$ cat src/include/mandel_cfg.svh
// ==============================
// frame size, fixed-point format, iteration limit
// start view, credit depths and colour scheme
// ==============================
`ifndef MANDEL_CFG_SVH
`define MANDEL_CFG_SVH

// frame
`define MANDEL_FB_W          16            // pixels per row
`define MANDEL_FB_H          8             // rows per frame

// fixed point
`define MANDEL_FP_W          25            // total bits
`define MANDEL_FP_INT        4             // integer bits so 21 fraction bits
`define MANDEL_ITER_MAX      31            // escape-time limit

// start view in fixed point
`define MANDEL_X_START       25'h1B00000   // -2.5
`define MANDEL_Y_START       25'h1E00000   // -1.0
`define MANDEL_STEP          25'h0080000   // 0.25 and largest step allowed

// flow control
`define MANDEL_LINK_CREDITS  2             // receiver buffer depth
`define MANDEL_OUT_CREDITS   4             // credits granted by the consumer

`define MANDEL_COLR_SCHEME   1             // 1 blue-green, 0 blue-purple-gold

`endif

$ cat src/mandel_pkg.sv
// ==============================
// fixed-point, coordinate, count and view types
// ==============================
`include "mandel_cfg.svh"

package mandel_pkg;

    typedef logic signed [`MANDEL_FP_W-1:0] fp_t;  // signed Q4.21
    typedef logic [4:0] coord_t;                   // pixel x or y
    typedef logic [4:0] iter_t;                    // escape count
    typedef logic [7:0] cidx_t;                    // colour index

    // view parameters for one render
    typedef struct packed {
        fp_t x_start;  // left edge
        fp_t y_start;  // top edge
        fp_t step;     // distance between pixels
    } view_t;

endpackage

$ cat src/pix_link_if.sv
// ==============================
// credited pixel link between stages
// ==============================
`timescale 1ns/1ps

interface pix_link_if;
    import mandel_pkg::*;

    logic   valid;   // one item this cycle
    coord_t x;       // pixel column
    coord_t y;       // pixel row
    fp_t    cr;      // real part of c
    fp_t    ci;      // imaginary part of c
    iter_t  iter;    // escape count
    logic   credit;  // receiver popped one entry

    modport sender (
        output valid,
        output x,
        output y,
        output cr,
        output ci,
        output iter,
        input  credit
    );

    modport receiver (
        input  valid,
        input  x,
        input  y,
        input  cr,
        input  ci,
        input  iter,
        output credit
    );

endinterface

$ cat src/scan_gen.sv
// ==============================
// raster scan with pixel coordinates
// ==============================
`timescale 1ns/1ps
`include "mandel_cfg.svh"

module scan_gen (
    input  logic              clk_sys,
    input  logic              rst_sys,
    input  logic              start,  // begin a frame
    input  mandel_pkg::view_t view,
    output logic              busy,   // frame still being issued
    pix_link_if.sender        pix
);
    import mandel_pkg::*;

    localparam int CW = $clog2(`MANDEL_LINK_CREDITS + 1);

    logic [CW-1:0] credits;
    logic          issue;
    logic          row_end;
    logic          last;
    coord_t        x_cnt;
    coord_t        y_cnt;
    fp_t           x0;      // row restart value
    fp_t           step;
    fp_t           cr_acc;  // running x_start + x*step
    fp_t           ci_acc;  // running y_start + y*step

    assign issue   = busy && (credits != '0);
    assign row_end = (x_cnt == coord_t'(`MANDEL_FB_W - 1));
    assign last    = row_end && (y_cnt == coord_t'(`MANDEL_FB_H - 1));
    assign pix.iter = '0;  // not carried on this link

    always_ff @(posedge clk_sys) begin
        if (rst_sys) begin
            busy      <= 1'b0;
            pix.valid <= 1'b0;
            credits   <= CW'(`MANDEL_LINK_CREDITS);
            x_cnt     <= '0;
            y_cnt     <= '0;
        end else begin
            pix.valid <= issue;
            credits   <= credits - CW'(issue) + CW'(pix.credit);  // spend and return
            if (start) begin
                busy  <= 1'b1;
                x_cnt <= '0;
                y_cnt <= '0;
            end else if (issue) begin
                x_cnt <= row_end ? '0 : x_cnt + 1'b1;
                if (row_end) y_cnt <= y_cnt + 1'b1;
                if (last) busy <= 1'b0;
            end
        end
    end

    always_ff @(posedge clk_sys) begin
        if (start) begin
            x0     <= view.x_start;
            step   <= view.step;
            cr_acc <= view.x_start;
            ci_acc <= view.y_start;
        end else if (issue) begin
            pix.x  <= x_cnt;
            pix.y  <= y_cnt;
            pix.cr <= cr_acc;
            pix.ci <= ci_acc;
            if (row_end) begin  // back to left edge, next row
                cr_acc <= x0;
                ci_acc <= ci_acc + step;
            end else begin
                cr_acc <= cr_acc + step;
            end
        end
    end

endmodule

$ cat src/flat_wrapper.sv
// flat-port wrapper written by rule: the top's interface ports become plain ports
module scan_gen_flat import mandel_pkg::*;
  (clk_sys, rst_sys, start, view, busy, pix_valid, pix_x, pix_y, pix_cr, pix_ci, pix_iter, pix_credit);
  pix_link_if pix_i ();
  input  logic clk_sys;
  input  logic rst_sys;
  input  logic start;
  input  mandel_pkg::view_t view;
  output logic busy;
  output wire logic [$bits(pix_i.valid)-1:0] pix_valid;
  output wire logic [$bits(pix_i.x)-1:0] pix_x;
  output wire logic [$bits(pix_i.y)-1:0] pix_y;
  output wire logic [$bits(pix_i.cr)-1:0] pix_cr;
  output wire logic [$bits(pix_i.ci)-1:0] pix_ci;
  output wire logic [$bits(pix_i.iter)-1:0] pix_iter;
  input wire logic [$bits(pix_i.credit)-1:0] pix_credit;
  assign pix_valid = pix_i.valid;
  assign pix_x = pix_i.x;
  assign pix_y = pix_i.y;
  assign pix_cr = pix_i.cr;
  assign pix_ci = pix_i.ci;
  assign pix_iter = pix_i.iter;
  assign pix_i.credit = pix_credit;
  scan_gen u_core (.clk_sys(clk_sys), .rst_sys(rst_sys), .start(start), .view(view), .busy(busy), .pix(pix_i));
endmodule
$ cat config.mk
export PLATFORM = sky130hd
export DESIGN_NAME = scan_gen_flat
export DESIGN_NICKNAME = d
export VERILOG_FILES = /design/src/mandel_pkg.sv /design/src/pix_link_if.sv /design/src/scan_gen.sv /design/src/flat_wrapper.sv
export VERILOG_INCLUDE_DIRS = /design/src /design/src/include
export SDC_FILE = /design/constraint.sdc
export NUM_CORES = 1
export LEC_CHECK = 0
export BUFFER_PORTS_ARGS = -buffer_cell sky130_fd_sc_hd__buf_4
export CORE_MARGIN = 1
export CORE_UTILIZATION = 55
export CTS_CLUSTER_DIAMETER = 200
export DETAILED_ROUTE_END_ITERATION = 6
export PLACE_DENSITY = 0.78
export SKIP_CTS_REPAIR_TIMING = 1
export SLEW_MARGIN = 5
export SYNTH_ARGS = -nofsm -noshare
export SYNTH_HDL_FRONTEND = slang
export SYNTH_SLANG_ARGS = --single-unit
$ cat constraint.sdc
create_clock -name clk_sys -period 10.55 [get_ports clk_sys]
set_input_delay 0.5275 -clock clk_sys [delete_from_list [all_inputs] [get_ports clk_sys]]
set_output_delay 0.5275 -clock clk_sys [all_outputs]
set_load 0.03 [all_outputs]
Word-level counts from Yosys, hierarchy flattened
Index checks and enable logic that the tools add are counted.
Operators by class
  add/subtract/negate cells: 6
  equal/unequal tests: 2
  reduce and logical (&&, ||, !) cells: 11
  mux-type cells: 10
  bitwise logic cells: 1
Operator list (count)
  $mux W25: 6
  $add A25 B25 Y25: 2
  $add A5 B1 Y5 const B: 2
  $reduce_and A2 Y1: 4
  $reduce_bool A2 Y1: 4
  $eq A5 B3 Y1 const B: 1
  $eq A5 B4 Y1 const B: 1
  $mux W5: 1
  $mux W1: 3
  $add A2 B1 Y2: 1
  $logic_and A1 B1 Y1: 2
  $reduce_or A2 Y1: 1
  $sub A2 B1 Y2: 1
  $not A1 Y1: 1
Storage, ports and cells
  flip-flop bits (word level): 174
  output and inout bits: 67
  bits of input ports: 79
  logic and storage cells: 43

Longest topological paths before layout
  depth in word-level cells: 5
  gate-level depth with buffers: 10
  depth with buffers taken out: 10

Worst setup path before layout
Ideal clock, no wire load.
  path type: input to register
  from: input start
  to: register u_core.pix.ci[0], enable pin
  path buffers: 3
  setup slack: 6.394 ns
  setup time: 0.478 ns
  arrival time: 3.678 ns
  stages: 4
  required time: 10.072 ns
  cell sequence: clkbuf_1 buf_1 buf_1 nor2_1
On the way
  longest elaborated chain between the ends: 2
Ends and longest elaborated chain
  start: declaration: line flat_wrapper.sv:7  | input logic start;
  $not A1 Y1 (no source line)
  $reduce_and A2 Y1 (no source line)
  end signal: assignment: line scan_gen.sv:67  | pix.ci <= ci_acc;
  end: declaration: line pix_link_if.sv:22  | output ci,
Every way passes these cells.
A chain may end at the register's enable or synchronous reset.

Worst setup path after layout
  from: register u_core.step[0]
  to: register u_core.ci_acc[18], data pin
On the way
  longest elaborated chain between the ends: 4
Ends and longest elaborated chain
  start: declaration: line scan_gen.sv:26  | fp_t step;
  start signal: assignment: line scan_gen.sv:60  | step <= view.step;
  $add A25 B25 Y25: line scan_gen.sv:70  | ci_acc <= ci_acc + step;
  $mux W25: line scan_gen.sv:68  | if (row_end) begin
  $mux W25: line scan_gen.sv:63  | end else if (issue) begin
  $mux W25: line scan_gen.sv:58  | if (start) begin
  end signal: assignment: line scan_gen.sv:62  | ci_acc <= view.y_start;
  end signal: assignment: line scan_gen.sv:70
  end: declaration: line scan_gen.sv:28  | fp_t ci_acc;
Every way passes these cells. The select of a mux whose other input is x is not followed.

==> qor.csv <==
stage,metric,value,unit
hold_path,min-delay-start,view[22],
floorplan,rows,45,
clocking,clk_path_buf_depth,2,
timing,relSlewSlack,19.19,%
setup_path,worstSetupStartpointType,flip-flop,
grt,grt.total_usage,24.53,%
layout,drive_gt1_share,22.77,%
grt,grt_pass1_wl,30030,um
hold_path,hp-class,primary input to flip-flop,
pwr,peakVddDrop,138.6,uV
timing,worstMarginPinSlew,1.209,ns
job,drv_cap,0,
setup_path,r2r-start,u_core.step[0],
hold_path,min_to,u_core.step[22],
logic_synthesis,yosys.area_share.adder,7.990,%
place,finalWeightedCongestion,0.9313,
grt,grt_remaining_overflow,0,
floorplan,die_w,127.4,um
timing,hold_slack,0.2720,ns
drt,drt_iter0_markers,527,
logic_synthesis,synth_edf_count,160,
drt,via_per_inst,5.771,
grt,grt_pass1_vias,5943,
clocking,cts_htree_levels,4,
timing,rsz0062_at_grt,false,
place,portBuffers,140,
place,dp.cells,1031,
place,post-dp-hpwl,13500,um
floorplan,core,0.01526,mm2
logic_synthesis,syn_area,0.008645,mm2
setup_path,arrival,3.21,ns
layout,regArea,0.005085,mm2
logic_synthesis,synth_ff_type,edfxtp_1,
drt,drt-wirelength-per-cell,18.10,um
logic_synthesis,yosys.area.top_type,edfxtp_1,
timing,fmax,0.3270,GHz
logic_synthesis,synthCells,707,
logic_synthesis,seq_area_frac_synth,58.82,%
timing,setup_viol_count_final,0,
grt,antenna_found_initial,0,
clocking,root_buffer,clkbuf_16,
layout,final_util,68.50,%
timing,fin_worst_skew,0.006958,ns
logic_synthesis,synthMuxAreaShare,1.418,%
clocking,insertion_delay,0.43,ns
pwr,p_per_area,211.7,mW/mm2
floorplan,start_util,56.65,%
layout,final_cell_mix,"edfxtp_1 (160), buf_4 (145), nand2_1 (67)",
logic_synthesis,synth.avg_cell_area,12.23,um2
setup_path,endpoint_kind,flip-flop,
setup_path,r2r_slack,7.49,ns
hold_path,hold_depth,1,
setup_path,rr_endpoint,u_core.ci_acc[18],
logic_synthesis,synth_top_cell_area_share,55.58,%
grt,grt_max_degree,65,
drt,totalWireLength,19240,um
drt,drtPass1Iterations,5,
timing,fin_crit,3.058,ns
floorplan,die_area,0.01622,mm2
logic_synthesis,synthSimpleGateAreaFrac,8.959,%
clocking,numCtsBuffers,17,
timing,final.setup.tns,0,ns
setup_path,critPathMaxFanout,4,
layout,fin_cells,1063,
logic_synthesis,ys_warn_count,0,
pwr,p_leak,0.004141,uW
logic_synthesis,synth_top_family_by_area,compound AO/OA/AOI/OAI gates,
status,status,finished clean,
timing,slew_violations,0,
clocking,cts_sinks,174,
layout,multi_input_area,0.003361,mm2
drt,ant_nets,0,
layout,fillers,1121,
logic_synthesis,synth-compound-area-share,15.30,%
setup_path,required,10.70,ns
setup_path,path_class,flip-flop to flip-flop,
pwr,total_power,2212,uW
drt,vias,6135,
floorplan,num_io_pins,146,
layout,layout_commonest_cell,edfxtp_1,
logic_synthesis,synthArstFlopShare,0,%
layout,nets,972,
setup_path,ff2ff_path_depth,10,
layout,syn_to_final_growth,20.90,%
logic_synthesis,synth_xor_area_share,4.863,%
timing,hold_viol_final,0,
clocking,path_clk_slew,0.06,ns
drt,drc,0,
layout,antennaDiodeCount,0,
clocking,cts_tree,done,
floorplan,die_h,127.4,um
logic_synthesis,ys_top_cells_by_area,"edfxtp_1 (56%), ha_1 (7.5%), dfxtp_1 (3.2%), a21oi_1 (3.1%), nand2_1 (2.9%)",
logic_synthesis,synth_cell_types,63,
timing,fin_crit_sh,28.99,%
logic_synthesis,synth_seq_cells,174,
## cells in the mapped netlist, types with 3 or more instances
cell type and count:
and3_1 7, buf_2 3, o31ai_1 4, xor2_1 22, o21ai_1 3, xnor2_1 26, inv_1 16, o21a_1 14
a21oi_1 53, edfxtp_1 160, nand4_1 12, a21o_1 22, mux2_2 5, ha_1 52, o211ai_1 11, nand3_1 14
clkbuf_1 23, o21ai_0 49, nor3_1 10, dfxtp_1 14, a221o_1 4, a41oi_1 3, mux2i_1 4, o21bai_1 7
a211oi_1 4, a31oi_1 8, nor2b_1 4, nor2_1 36, a21oi_2 3, buf_1 4, buf_4 5, nand2_1 67
## final cells by class
type | instances | share of cell area (%)
clock inverter | 10 | 1.329
multi-input combinational | 485 | 32.16
clock buffer | 22 | 4.346
inverter | 16 | 0.5746
tap | 211 | 2.526
timing repair buffer | 145 | 10.42
sequential | 174 | 48.65
## layer usage
layer	part of all wire, %	vias to the layer above	wire length, um	track usage (%)
met1	43	2892	8367	32.63
met3	7.0	38	1345	5.402
li1	-	2934	-	-
met5	0	-	0	0
met2	47	271	9102	39.50
met4	2.2	0	422	9.384
## registers in the layout (all words and copies together), names as in the netlist, 25 cells and up
name	flops
u_core.pix.ci	25
u_core.pix.cr	25
u_core.ci_acc	25
u_core.cr_acc	25
u_core.x0	25
u_core.step	25
## worst max-delay path: stages (launching register included)
cell and delay, ns:
edfxtp_1 0.42, ha_1 0.24, fa_1 0.41, a21oi_1 0.20, o21ai_0 0.21, nor2_1 0.34
o41ai_2 0.18, a221o_1 0.32, a21oi_1 0.17, xor2_1 0.18, o21ai_1 0.10
## where the power goes
group          total [uW]  internal [uW]  switching [uW]  leakage (uW)
logic                 653            276             377       0.00221
clock network         631            378             253      0.000280
registers             928            874            53.4       0.00165
## how the worst max path moves through the flow
stage | cells past startpoint | to | from
after floorplan | 4 | u_core.pix.ci[0] | start
after global placement | 3 | u_core.cr_acc[11] | start
after detailed placement | 3 | u_core.cr_acc[11] | start
after CTS | 10 | u_core.cr_acc[24] | u_core.step[0]
after global routing | 10 | u_core.ci_acc[18] | u_core.step[0]
final | 10 | u_core.ci_acc[18] | u_core.step[0]
## kinds of logic after synthesis
logic type | after synthesis
flip-flops | 174
other | 1
AND/OR/NAND/NOR | 166
buffers and inverters | 52
adder cells (fa/ha/maj) | 54
AO/OA/AOI/OAI | 201
XOR/XNOR | 48
multiplexers | 11
## metrics by stage
stage                     setup slack, ns  cell area, um2
after floorplan                     6.394            8660
after global placement              7.298            9858
after detailed placement            7.205            9858
after CTS                           7.531           10450
after global routing                7.305           10450
final                               7.492           10450
(Power assumes the default switching activity.)
