`src/include/mandel_cfg.svh`:
```
// ==============================
// frame size, fixed-point format, iteration limit
// start view, credit depths and colour scheme
// ==============================
`ifndef MANDEL_CFG_SVH
`define MANDEL_CFG_SVH

// frame
`define MANDEL_FB_W          16            // pixels per row
`define MANDEL_FB_H          8             // rows per frame

// fixed point
`define MANDEL_FP_W          25            // total bits
`define MANDEL_FP_INT        4             // integer bits so 21 fraction bits
`define MANDEL_ITER_MAX      31            // escape-time limit

// start view in fixed point
`define MANDEL_X_START       25'h1B00000   // -2.5
`define MANDEL_Y_START       25'h1E00000   // -1.0
`define MANDEL_STEP          25'h0080000   // 0.25 and largest step allowed

// flow control
`define MANDEL_LINK_CREDITS  2             // receiver buffer depth
`define MANDEL_OUT_CREDITS   4             // credits granted by the consumer

`define MANDEL_COLR_SCHEME   1             // 1 blue-green, 0 blue-purple-gold

`endif

```
`src/mandel_pkg.sv`:
```
// ==============================
// fixed-point, coordinate, count and view types
// ==============================
`include "mandel_cfg.svh"

package mandel_pkg;

    typedef logic signed [`MANDEL_FP_W-1:0] fp_t;  // signed Q4.21
    typedef logic [4:0] coord_t;                   // pixel x or y
    typedef logic [4:0] iter_t;                    // escape count
    typedef logic [7:0] cidx_t;                    // colour index

    // view parameters for one render
    typedef struct packed {
        fp_t x_start;  // left edge
        fp_t y_start;  // top edge
        fp_t step;     // distance between pixels
    } view_t;

endpackage

```
`src/pix_link_if.sv`:
```
// ==============================
// credited pixel link between stages
// ==============================
`timescale 1ns/1ps

interface pix_link_if;
    import mandel_pkg::*;

    logic   valid;   // one item this cycle
    coord_t x;       // pixel column
    coord_t y;       // pixel row
    fp_t    cr;      // real part of c
    fp_t    ci;      // imaginary part of c
    iter_t  iter;    // escape count
    logic   credit;  // receiver popped one entry

    modport sender (
        output valid,
        output x,
        output y,
        output cr,
        output ci,
        output iter,
        input  credit
    );

    modport receiver (
        input  valid,
        input  x,
        input  y,
        input  cr,
        input  ci,
        input  iter,
        output credit
    );

endinterface

```
`src/iter_engine.sv`:
```
// ==============================
// input buffer and escape-time iteration
// ==============================
`timescale 1ns/1ps
`include "mandel_cfg.svh"

module iter_engine (
    input  logic          clk_sys,
    input  logic          rst_sys,
    pix_link_if.receiver  pix_in,
    pix_link_if.sender    pix_out
);
    import mandel_pkg::*;

    localparam int FRAC  = `MANDEL_FP_W - `MANDEL_FP_INT;
    localparam int PW    = 2 * `MANDEL_FP_W;  // full product width
    localparam int DEPTH = `MANDEL_LINK_CREDITS;
    localparam int AW    = $clog2(DEPTH);
    localparam int CW    = $clog2(DEPTH + 1);
    localparam logic signed [PW:0] FOUR = 4 <<< FRAC;

    coord_t  buf_x  [DEPTH];
    coord_t  buf_y  [DEPTH];
    fp_t     buf_cr [DEPTH];
    fp_t     buf_ci [DEPTH];
    logic [AW-1:0] wr_ptr;
    logic [AW-1:0] rd_ptr;
    logic [CW-1:0] count;
    logic [CW-1:0] credits;  // downstream
    logic    pop;
    logic    emit;
    logic    escape;
    logic    loaded;         // pixel in the engine
    logic    done;           // count final, waiting for credit
    coord_t  px;
    coord_t  py;
    fp_t     cr;
    fp_t     ci;
    fp_t     zr;
    fp_t     zi;
    iter_t   n;
    logic signed [PW-1:0] zr2;
    logic signed [PW-1:0] zi2;
    logic signed [PW-1:0] zri;
    logic signed [PW-1:0] zr_nx;
    logic signed [PW-1:0] zi_nx;
    logic signed [PW:0]   mag;  // |z| squared

    assign pop  = !loaded && (count != '0);
    assign emit = done && (credits != '0);
    assign pix_out.cr = '0;  // not carried downstream
    assign pix_out.ci = '0;

    always_comb begin
        zr2    = (zr * zr) >>> FRAC;
        zi2    = (zi * zi) >>> FRAC;
        zri    = (zr * zi) >>> FRAC;
        mag    = zr2 + zi2;
        zr_nx  = zr2 - zi2 + cr;
        zi_nx  = (zri <<< 1) + ci;
        escape = (n == iter_t'(`MANDEL_ITER_MAX)) || (mag > FOUR);
    end

    always_ff @(posedge clk_sys) begin
        if (pix_in.valid) begin
            buf_x[wr_ptr]  <= pix_in.x;
            buf_y[wr_ptr]  <= pix_in.y;
            buf_cr[wr_ptr] <= pix_in.cr;
            buf_ci[wr_ptr] <= pix_in.ci;
        end
    end

    always_ff @(posedge clk_sys) begin
        if (rst_sys) begin
            wr_ptr        <= '0;
            rd_ptr        <= '0;
            count         <= '0;
            pix_in.credit <= 1'b0;
            credits       <= CW'(DEPTH);
            pix_out.valid <= 1'b0;
            loaded        <= 1'b0;
            done          <= 1'b0;
        end else begin
            if (pix_in.valid) wr_ptr <= (wr_ptr == AW'(DEPTH - 1)) ? '0 : wr_ptr + 1'b1;
            if (pop)          rd_ptr <= (rd_ptr == AW'(DEPTH - 1)) ? '0 : rd_ptr + 1'b1;
            count         <= count + CW'(pix_in.valid) - CW'(pop);
            pix_in.credit <= pop;  // slot freed
            credits       <= credits - CW'(emit) + CW'(pix_out.credit);
            pix_out.valid <= emit;
            if (pop) begin
                loaded <= 1'b1;
                done   <= 1'b0;
            end else if (emit) begin
                loaded <= 1'b0;
                done   <= 1'b0;
            end else if (loaded && !done && escape) begin
                done <= 1'b1;
            end
        end
    end

    // one iteration per cycle
    always_ff @(posedge clk_sys) begin
        if (pop) begin
            px <= buf_x[rd_ptr];
            py <= buf_y[rd_ptr];
            cr <= buf_cr[rd_ptr];
            ci <= buf_ci[rd_ptr];
            zr <= '0;
            zi <= '0;
            n  <= '0;
        end else if (loaded && !done && !escape) begin
            zr <= zr_nx[`MANDEL_FP_W-1:0];  // truncate
            zi <= zi_nx[`MANDEL_FP_W-1:0];
            n  <= n + 1'b1;
        end
        if (emit) begin
            pix_out.x    <= px;
            pix_out.y    <= py;
            pix_out.iter <= n;
        end
    end

endmodule

```
`src/flat_wrapper.sv`:
```
// flat-port wrapper written by rule: the top's interface ports become plain ports
module iter_engine_flat import mandel_pkg::*;
  (clk_sys, rst_sys, pix_in_valid, pix_in_x, pix_in_y, pix_in_cr, pix_in_ci, pix_in_iter, pix_in_credit, pix_out_valid, pix_out_x, pix_out_y, pix_out_cr, pix_out_ci, pix_out_iter, pix_out_credit);
  pix_link_if pix_in_i ();
  pix_link_if pix_out_i ();
  input  logic clk_sys;
  input  logic rst_sys;
  input wire logic [$bits(pix_in_i.valid)-1:0] pix_in_valid;
  input wire logic [$bits(pix_in_i.x)-1:0] pix_in_x;
  input wire logic [$bits(pix_in_i.y)-1:0] pix_in_y;
  input wire logic [$bits(pix_in_i.cr)-1:0] pix_in_cr;
  input wire logic [$bits(pix_in_i.ci)-1:0] pix_in_ci;
  input wire logic [$bits(pix_in_i.iter)-1:0] pix_in_iter;
  output wire logic [$bits(pix_in_i.credit)-1:0] pix_in_credit;
  output wire logic [$bits(pix_out_i.valid)-1:0] pix_out_valid;
  output wire logic [$bits(pix_out_i.x)-1:0] pix_out_x;
  output wire logic [$bits(pix_out_i.y)-1:0] pix_out_y;
  output wire logic [$bits(pix_out_i.cr)-1:0] pix_out_cr;
  output wire logic [$bits(pix_out_i.ci)-1:0] pix_out_ci;
  output wire logic [$bits(pix_out_i.iter)-1:0] pix_out_iter;
  input wire logic [$bits(pix_out_i.credit)-1:0] pix_out_credit;
  assign pix_in_i.valid = pix_in_valid;
  assign pix_in_i.x = pix_in_x;
  assign pix_in_i.y = pix_in_y;
  assign pix_in_i.cr = pix_in_cr;
  assign pix_in_i.ci = pix_in_ci;
  assign pix_in_i.iter = pix_in_iter;
  assign pix_in_credit = pix_in_i.credit;
  assign pix_out_valid = pix_out_i.valid;
  assign pix_out_x = pix_out_i.x;
  assign pix_out_y = pix_out_i.y;
  assign pix_out_cr = pix_out_i.cr;
  assign pix_out_ci = pix_out_i.ci;
  assign pix_out_iter = pix_out_i.iter;
  assign pix_out_i.credit = pix_out_credit;
  iter_engine u_core (.clk_sys(clk_sys), .rst_sys(rst_sys), .pix_in(pix_in_i), .pix_out(pix_out_i));
endmodule
```
`config.mk`:
```
export PLATFORM = sky130hd
export DESIGN_NAME = iter_engine_flat
export DESIGN_NICKNAME = d
export VERILOG_FILES = /design/src/mandel_pkg.sv /design/src/pix_link_if.sv /design/src/iter_engine.sv /design/src/flat_wrapper.sv
export VERILOG_INCLUDE_DIRS = /design/src /design/src/include
export SDC_FILE = /design/constraint.sdc
export NUM_CORES = 2
export LEC_CHECK = 0
export BUFFER_PORTS_ARGS = -buffer_cell sky130_fd_sc_hd__buf_2
export CAP_MARGIN = 10
export CORE_MARGIN = 10
export CORE_UTILIZATION = 45
export CTS_CLUSTER_DIAMETER = 50
export DETAILED_ROUTE_END_ITERATION = 10
export SYNTH_ARGS = -nofsm -noshare
export SYNTH_HDL_FRONTEND = slang
export SYNTH_SLANG_ARGS = --single-unit
export TNS_END_PERCENT = 30
```
`constraint.sdc`:
```
create_clock -name clk_sys -period 11 [get_ports clk_sys]
set_input_delay 1.1 -clock clk_sys [delete_from_list [all_inputs] [get_ports clk_sys]]
set_output_delay 1.1 -clock clk_sys [all_outputs]
set_load 0.02 [all_outputs]
```
# [Word-level counts from Yosys, hierarchy flattened]
# Memory sizes are Yosys's and may differ from the RTL's. A register that Yosys moved wholly into a read port is not among the register bits.
# Index checks and enable logic that the tools add are counted.
[op_classes] addsub=11 multipliers=3 order_cmp=1 n_eq_ne=1 muxes=6 reduce_logical=13
[op_table] op="25-bit by 25-bit multiplier with 50-bit output" n=2
[op_table] op="51-bit by 25-bit > comparator with 1-bit output, second input constant" n=1
[op_table] op="25-bit adder" n=2
[op_table] op="25-bit by 25-bit multiplier with 45-bit output" n=1
[op_table] op="29-bit by 29-bit adder with 30-bit output" n=1
[op_table] op="25-bit subtractor" n=1
[op_table] op="1-bit two-way mux" n=6
[op_table] op="2-bit nonzero test" n=3
[op_table] op="5-bit by 1-bit adder with 5-bit output, second input constant" n=1
[op_table] op="5-bit == test, second input constant" n=1
[op_table] op="1-bit logical AND" n=5
[op_table] op="2-bit by 1-bit adder with 2-bit output" n=2
[op_table] op="2-bit by 1-bit subtractor with 2-bit output" n=2
[op_table] op="1-bit zero test" n=3
[op_table] op="3-bit OR reduction" n=1
[op_table] op="1-bit adder, second input constant" n=2
[op_table] op="1-bit logical OR" n=1
[totals] regBits=80 mem_bits_rw=120 input_bits=69 out_inout_bits=67 n_memories=4
[mem_list] memory="u_core.buf_ci" words=2 width=25 rd=1 rd_clocked_by_memory_dff=1 wr=1 line="iter_engine.sv:25" rtl="fp_t buf_ci [DEPTH];"
[mem_list] memory="u_core.buf_cr" words=2 width=25 rd=1 rd_clocked_by_memory_dff=1 wr=1 line="iter_engine.sv:24" rtl="fp_t buf_cr [DEPTH];"
[mem_list] memory="u_core.buf_x" words=2 width=5 rd=1 rd_clocked_by_memory_dff=1 wr=1 line="iter_engine.sv:22" rtl="coord_t buf_x [DEPTH];"
[mem_list] memory="u_core.buf_y" words=2 width=5 rd=1 rd_clocked_by_memory_dff=1 wr=1 line="iter_engine.sv:23" rtl="coord_t buf_y [DEPTH];"

# [Longest topological paths before layout]
[logic_depth] depth_word=6 mapped_depth=44

# [Worst setup path before layout]
# OpenSTA, ideal clock, no wires.
[synth_path] kind="reg-to-reg" from="reg u_core.zr[24]" to="reg u_core.zi[11]" setup_ps=219 t_arrival_ps=10614 t_required_ps=10781 setup_slack_ps=167 path_stages_with_launch=44 path_buffers=6 period_less_slack_ps=10833 cell_sequence="dfxtp_1 -> clkbuf_1 -> clkbuf_1 -> clkbuf_1 -> nand2_1 -> fa_1 -> inv_1 -> fa_1 -> inv_1 -> fa_1 -> fa_1 -> inv_1 -> fa_1 -> fa_1 -> inv_1 -> fa_1 -> inv_1 -> ha_1 -> [8 not listed] -> o21bai_1 -> a21oi_1 -> xnor2_1 -> ha_1 -> clkbuf_1 -> a21o_1 -> nand3_1 -> o31ai_1 -> or4_1 -> or4_1 -> nor4_1 -> o21ai_1 -> or4_1 -> a311o_1 -> buf_6 -> buf_6 -> mux2i_1 -> nor2_1"
[synth_via] elab_chain_cells=6
[synth_lines] item="start: declaration" line="iter_engine.sv:39" rtl="fp_t zr;"
[synth_lines] item="start signal: assignment" line="iter_engine.sv:113" rtl="zr <= zr_nx[`MANDEL_FP_W-1:0];"
[synth_lines] item="25-bit by 25-bit multiplier with 50-bit output" line="iter_engine.sv:55" rtl="zr2 = (zr * zr) >>> FRAC;"
[synth_lines] item="29-bit by 29-bit adder with 30-bit output" line="iter_engine.sv:58" rtl="mag = zr2 + zi2;"
[synth_lines] item="51-bit by 25-bit > comparator with 1-bit output" line="iter_engine.sv:61" rtl="escape = (n == iter_t'(`MANDEL_ITER_MAX)) || (mag > FOUR);"
[synth_lines] item="1-bit logical OR" line="iter_engine.sv:61"
[synth_lines] item="1-bit zero test" line="iter_engine.sv:112" rtl="end else if (loaded && !done && !escape) begin"
[synth_lines] item="1-bit logical AND" line="iter_engine.sv:112"
[synth_lines] item="end signal: assignment" line="iter_engine.sv:114" rtl="zi <= zi_nx[`MANDEL_FP_W-1:0];"
[synth_lines] item="end: declaration" line="iter_engine.sv:40" rtl="fp_t zi;"
# Parallel ways exist; a longest one is shown, timed or not.
# A chain may end at the register's enable or synchronous reset.

# [Worst setup path in the final report]
[layout_path] from="reg u_core.zi[3]" to="reg u_core.n[2]"
[layout_via] elab_chain_cells=6
[layout_lines] item="25-bit by 25-bit multiplier with 50-bit output" line="iter_engine.sv:56" rtl="zi2 = (zi * zi) >>> FRAC;"
[layout_lines] item="29-bit by 29-bit adder with 30-bit output" line="iter_engine.sv:58"
[layout_lines] item="51-bit by 25-bit > comparator with 1-bit output" line="iter_engine.sv:61"
[layout_lines] item="1-bit logical OR" line="iter_engine.sv:61"
[layout_lines] item="1-bit zero test" line="iter_engine.sv:112"
[layout_lines] item="1-bit logical AND" line="iter_engine.sv:112"
[layout_lines] item="end signal: assignment" line="iter_engine.sv:115" rtl="n <= n + 1'b1;"
[layout_lines] item="end: declaration" line="iter_engine.sv:41" rtl="iter_t n;"
# No other way between the ends.

==> results.md <==
Outcome:
- The flow ran to the end, and the final reports show no timing, DRC or antenna violations.

Clock tree:
- In this run the deepest clock path goes through 3 buffers.
- TritonCTS created 30 clock buffers.
- For this design, the CTS-stage hold fixing added 0 buffers.
- The clock latency on the worst-skew pair is 0.62 ns.
- The number of clock sinks is between 200 and 300.
- TritonCTS built the clock tree.
- The H-tree depth is 1.
- Clock-pin slew was measured on the worst setup and hold paths at 0.06 ns.
- Clock tree synthesis selected as its root buffer the cell clkbuf_16.

Critical path:
- For this run, the slowest stage of the critical path takes 0.60 ns.
- Counting stages on the worst path, the most repeated cell is fa_1.
- The class of the most critical setup path is reg2reg.
- Of all nets on the critical path, the largest fanout is 9.
- Data on the critical path is required at its endpoint by roughly 11 ns.
- At the worst endpoint, the arrival time is roughly 11 ns.
- The worst setup path is launched from a flop.
- The type of destination of the critical path is a flop.
- The slowest stage of the critical path is the fa_2 cell.

Timing:
- The slew at the pin with the worst max-slew slack is 0.9928 ns.
- Setup repair after global routing could not meet its margin everywhere.
- In this run the tightest slew margin relative to its limit is 33.81%.
- The clock skew after layout is 0.02588 ns.
- The max-slew violation total from the final report is 0.
- The worst path setup slack after routing is 0.1546 ns.
- For this run, the top clock speed supported by timing is around 92 MHz.
- For the finished layout, the period the worst path requires is between 10 and 15 ns.
- Setup violations remaining at the end of the flow were counted as 0.
- The worst hold slack across all endpoints is 0.4219 ns.
- The count of final hold-check violations is 0.
- The final critical-path share of the clock period is 98.59%.
- Summed over all failing endpoints, the final setup total negative slack is 0 ns.

Synthesis:
- For this run, asynchronously set or reset flops after synthesis account for 0%.
- The post-synthesis instance total is 7478.
- The post-synthesis average cell area is between 9 and 10 µm².
- The number of warnings issued by yosys is 0.
- The most instantiated library cell after synthesis is inv_1.
- The count of distinct cell types in the synthesized netlist is 80.
- The part of the Yosys area used for sequential elements is 9.712%.
- Sorting the synthesized cells by area gives the leading types as fa_1, inv_1, ha_1.
- Yosys mapped a number of flops with a built-in enable equal to about 200.
- The area share of the largest cell type after synthesis is around 50%.
- The synthesized netlist occupies a cell area of ~0.074 mm².
- The dominant register cell in the synthesized netlist is edfxtp_1.
- Counting flops and latches in the post-synthesis netlist gives 260.
- By count the netlist is led by inv_1, fa_1, nand2_1.
- The cell type contributing the most total cell area after synthesis is fa_1.

Placement:
- Summed over all nets, the half-perimeter wirelength after detailed placement is 167700 µm.
- The placement-stage cell area is 0.08099 mm².
- The count of input and output buffers is 80.
- The worst-case setup slack after placement is -0.6033 ns.
- Routability-driven placement finished with a final weighted congestion of 0.9081.

Floorplanning:
- The initial utilization of the core area, before any placement, comes to a little under half.
- The area of the core is between 0.15 and 0.2 mm².
- The die is 424.7 µm wide.
- Row generation in the floorplan step produced 148 rows.
- The number of top-level pins is between 100 and 150.
- In this run the vertical extent of the chip is 424.7 µm.
- The area enclosed by the die boundary is 0.1804 mm².

Route:
- The post-route DRC violation count is 0.
- After detailed routing, the met3 layer carries 11560 µm of wire.
- The detailed router finished its first iteration with roughly 2600 violations.
- In the final routed layout, each cell accounts on average for around 19 µm.
- The routed design has 197400 µm of wire.
- The highest metal layer with signal wires is met5.
- After detailed routing, the wire length on met1 is 78960 µm.
- The first-pass detailed-route iteration total is 7.
- In the routed layout, each cell is associated on average with a via count of 4.990.
- The met2 layer wire length in the routed design is 97850 µm.
- Summing over every cut layer, the via total after detailed routing is 51150.
- Once detail routing completed, the nets flagged for antenna violations numbered 0.

Finish:
- The storage element area is between 0.007 and 0.008 mm².
- The final layout contains around 10000 nets.
- The fraction of layout instances using a drive strength above 1 is 14.75%.
- With fillers left out, the area of the finished cells amounts to between 0.08 and 0.09 mm².
- Relative to the synthesized area, the layout overhead comes to 13.62%.
- The multi-input combinational cells in the finished layout cover a total of 0.05842 mm².
- At the end of the flow the core is filled with cells to 51.44%.
- The layout has about 15000 filler cells.

Global routing:
- The combined global-route utilization of all metal layers is approximately 22%.
- The global-route wire length before repair is 316400 µm.
- The initial antenna violation count is 2.
- The leftover overflow at the end of global routing is 0.
- Entering global routing, the biggest net connects 62 pins.
- The number of global-route vias before repair is 57260.

Pwr:
- The cell leakage power is 43.39 nW.
- IR analysis of the VDD net gives a maximum drop of 0.0003477 V.
- Power spread over the standard cell area amounts to 188.1 mW/mm².

Run:
- Across the run, the number of max-cap violations was 0.

Hold path:
- The tightest min-delay check is of the reg2reg type.
-- kinds of logic after synthesis --
kind of cell             after synthesis  synth area share [%]
AND/OR/NAND/NOR                     1716                 10.85
flip-flops                           260                 9.712
XOR/XNOR                             203                 2.413
AO/OA/AOI/OAI                        431                 3.919
multiplexers                         111                 1.616
adder cells (fa/ha/maj)             2375                 59.03
other                                  1              0.005089
buffers and inverters               2381                 12.46
-- layout by cell type, fill, tap and decap left out, drive strengths merged, types with 7 or more instances in the layout --
cell and n:
a211oi 23, a21o 58, a21oi 114, a31o 7, a31oi 11, and2 373
and3 24, buf 836, clkbuf 43, clkinv 19, conb 50, dfxtp 65
edfxtp 195, fa 1836, ha 539, inv 2022, mux2 61, mux2i 50
nand2 810, nand2b 45, nand3 32, nand4 19, nor2 277, nor2b 50
nor3 27, nor4 8, o2111ai 9, o211ai 15, o21a 23, o21ai 75
o21bai 17, o31ai 11, or2 17, or3 10, xnor2 151, xor2 52
-- sequential cells by signal, indices dropped and copies added (netlist names), 2 cells and up --
| name | count |
|---|---|
| u_core.credits | 2 |
| u_core.n | 5 |
| u_core.buf_cr | 50 |
| u_core.py | 5 |
| u_core.px | 5 |
| u_core.pix_out.y | 5 |
| u_core.zi | 25 |
| u_core.ci | 25 |
| u_core.pix_out.iter | 5 |
| u_core.cr | 25 |
| u_core.buf_x | 10 |
| u_core.buf_ci | 50 |
| u_core.count | 2 |
| u_core.zr | 25 |
| u_core.buf_y | 10 |
| u_core.pix_out.x | 5 |
-- cell type report --
cell class / instances / area share [%]
tap: 2175 / 3.250
antenna: 1 / 0.002989
timing repair buffer: 843 / 7.937
clock inverter: 19 / 0.2376
multi-input combinational: 4886 / 69.77
sequential: 260 / 8.732
clock buffer: 36 / 0.9608
inverter: 2029 / 9.110
-- final timing paths --
check | startpoint | end | slack (ns) | cells past startpoint
worst max register to register | u_core.zi[3] | u_core.n[2] | 0.15 | 42
worst max-delay path | u_core.zi[3] | u_core.n[2] | 0.15 | 42
worst min-delay path | u_core.py[0] | u_core.pix_out.y[0] | 0.42 | 0
worst min register to register | u_core.py[0] | u_core.pix_out.y[0] | 0.42 | 0
-- worst max-delay path, delay by kind of cell (launching register included) --
kind / cells / cell delay [ns]
AO/OA/AOI/OAI: 10 / 1.80
XOR/XNOR: 1 / 0.12
adder cells (fa/ha/maj): 9 / 4.03
buffers and inverters: 11 / 1.49
flip-flops: 1 / 0.40
AND/OR/NAND/NOR: 11 / 2.82
-- through the flow --
stage               power, mW  instances
detailed placement      13.92      10140
CTS                     15.12      10190
finish                  15.75      10250
floorplan               9.299       7527
global route            17.11      10250
global placement        13.75      10140
-- what timing repair did --
action,4_1_cts,5_1_grt
pin swaps,10,64
endpoints found under the hold margin,0,0
gates cloned,0,8
resized for setup,38,245
setup buffers,3,47
setup endpoints to repair,56,56
-- metal layers --
layer | track usage, % | up-vias
li1 | - | 22920
met3 | 2.882 | 331
met4 | 8.028 | 2
met2 | 38.63 | 1324
met1 | 28.62 | 26570
met5 | 0 | -
-- power by group --
| part | total (mW) | internal [mW] | switching, mW |
|---|---|---|---|
| registers | 1.53 | 1.30 | 0.228 |
| clock network | 1.01 | 0.559 | 0.451 |
| logic | 13.2 | 5.77 | 7.45 |
(Power assumes the default switching activity.)
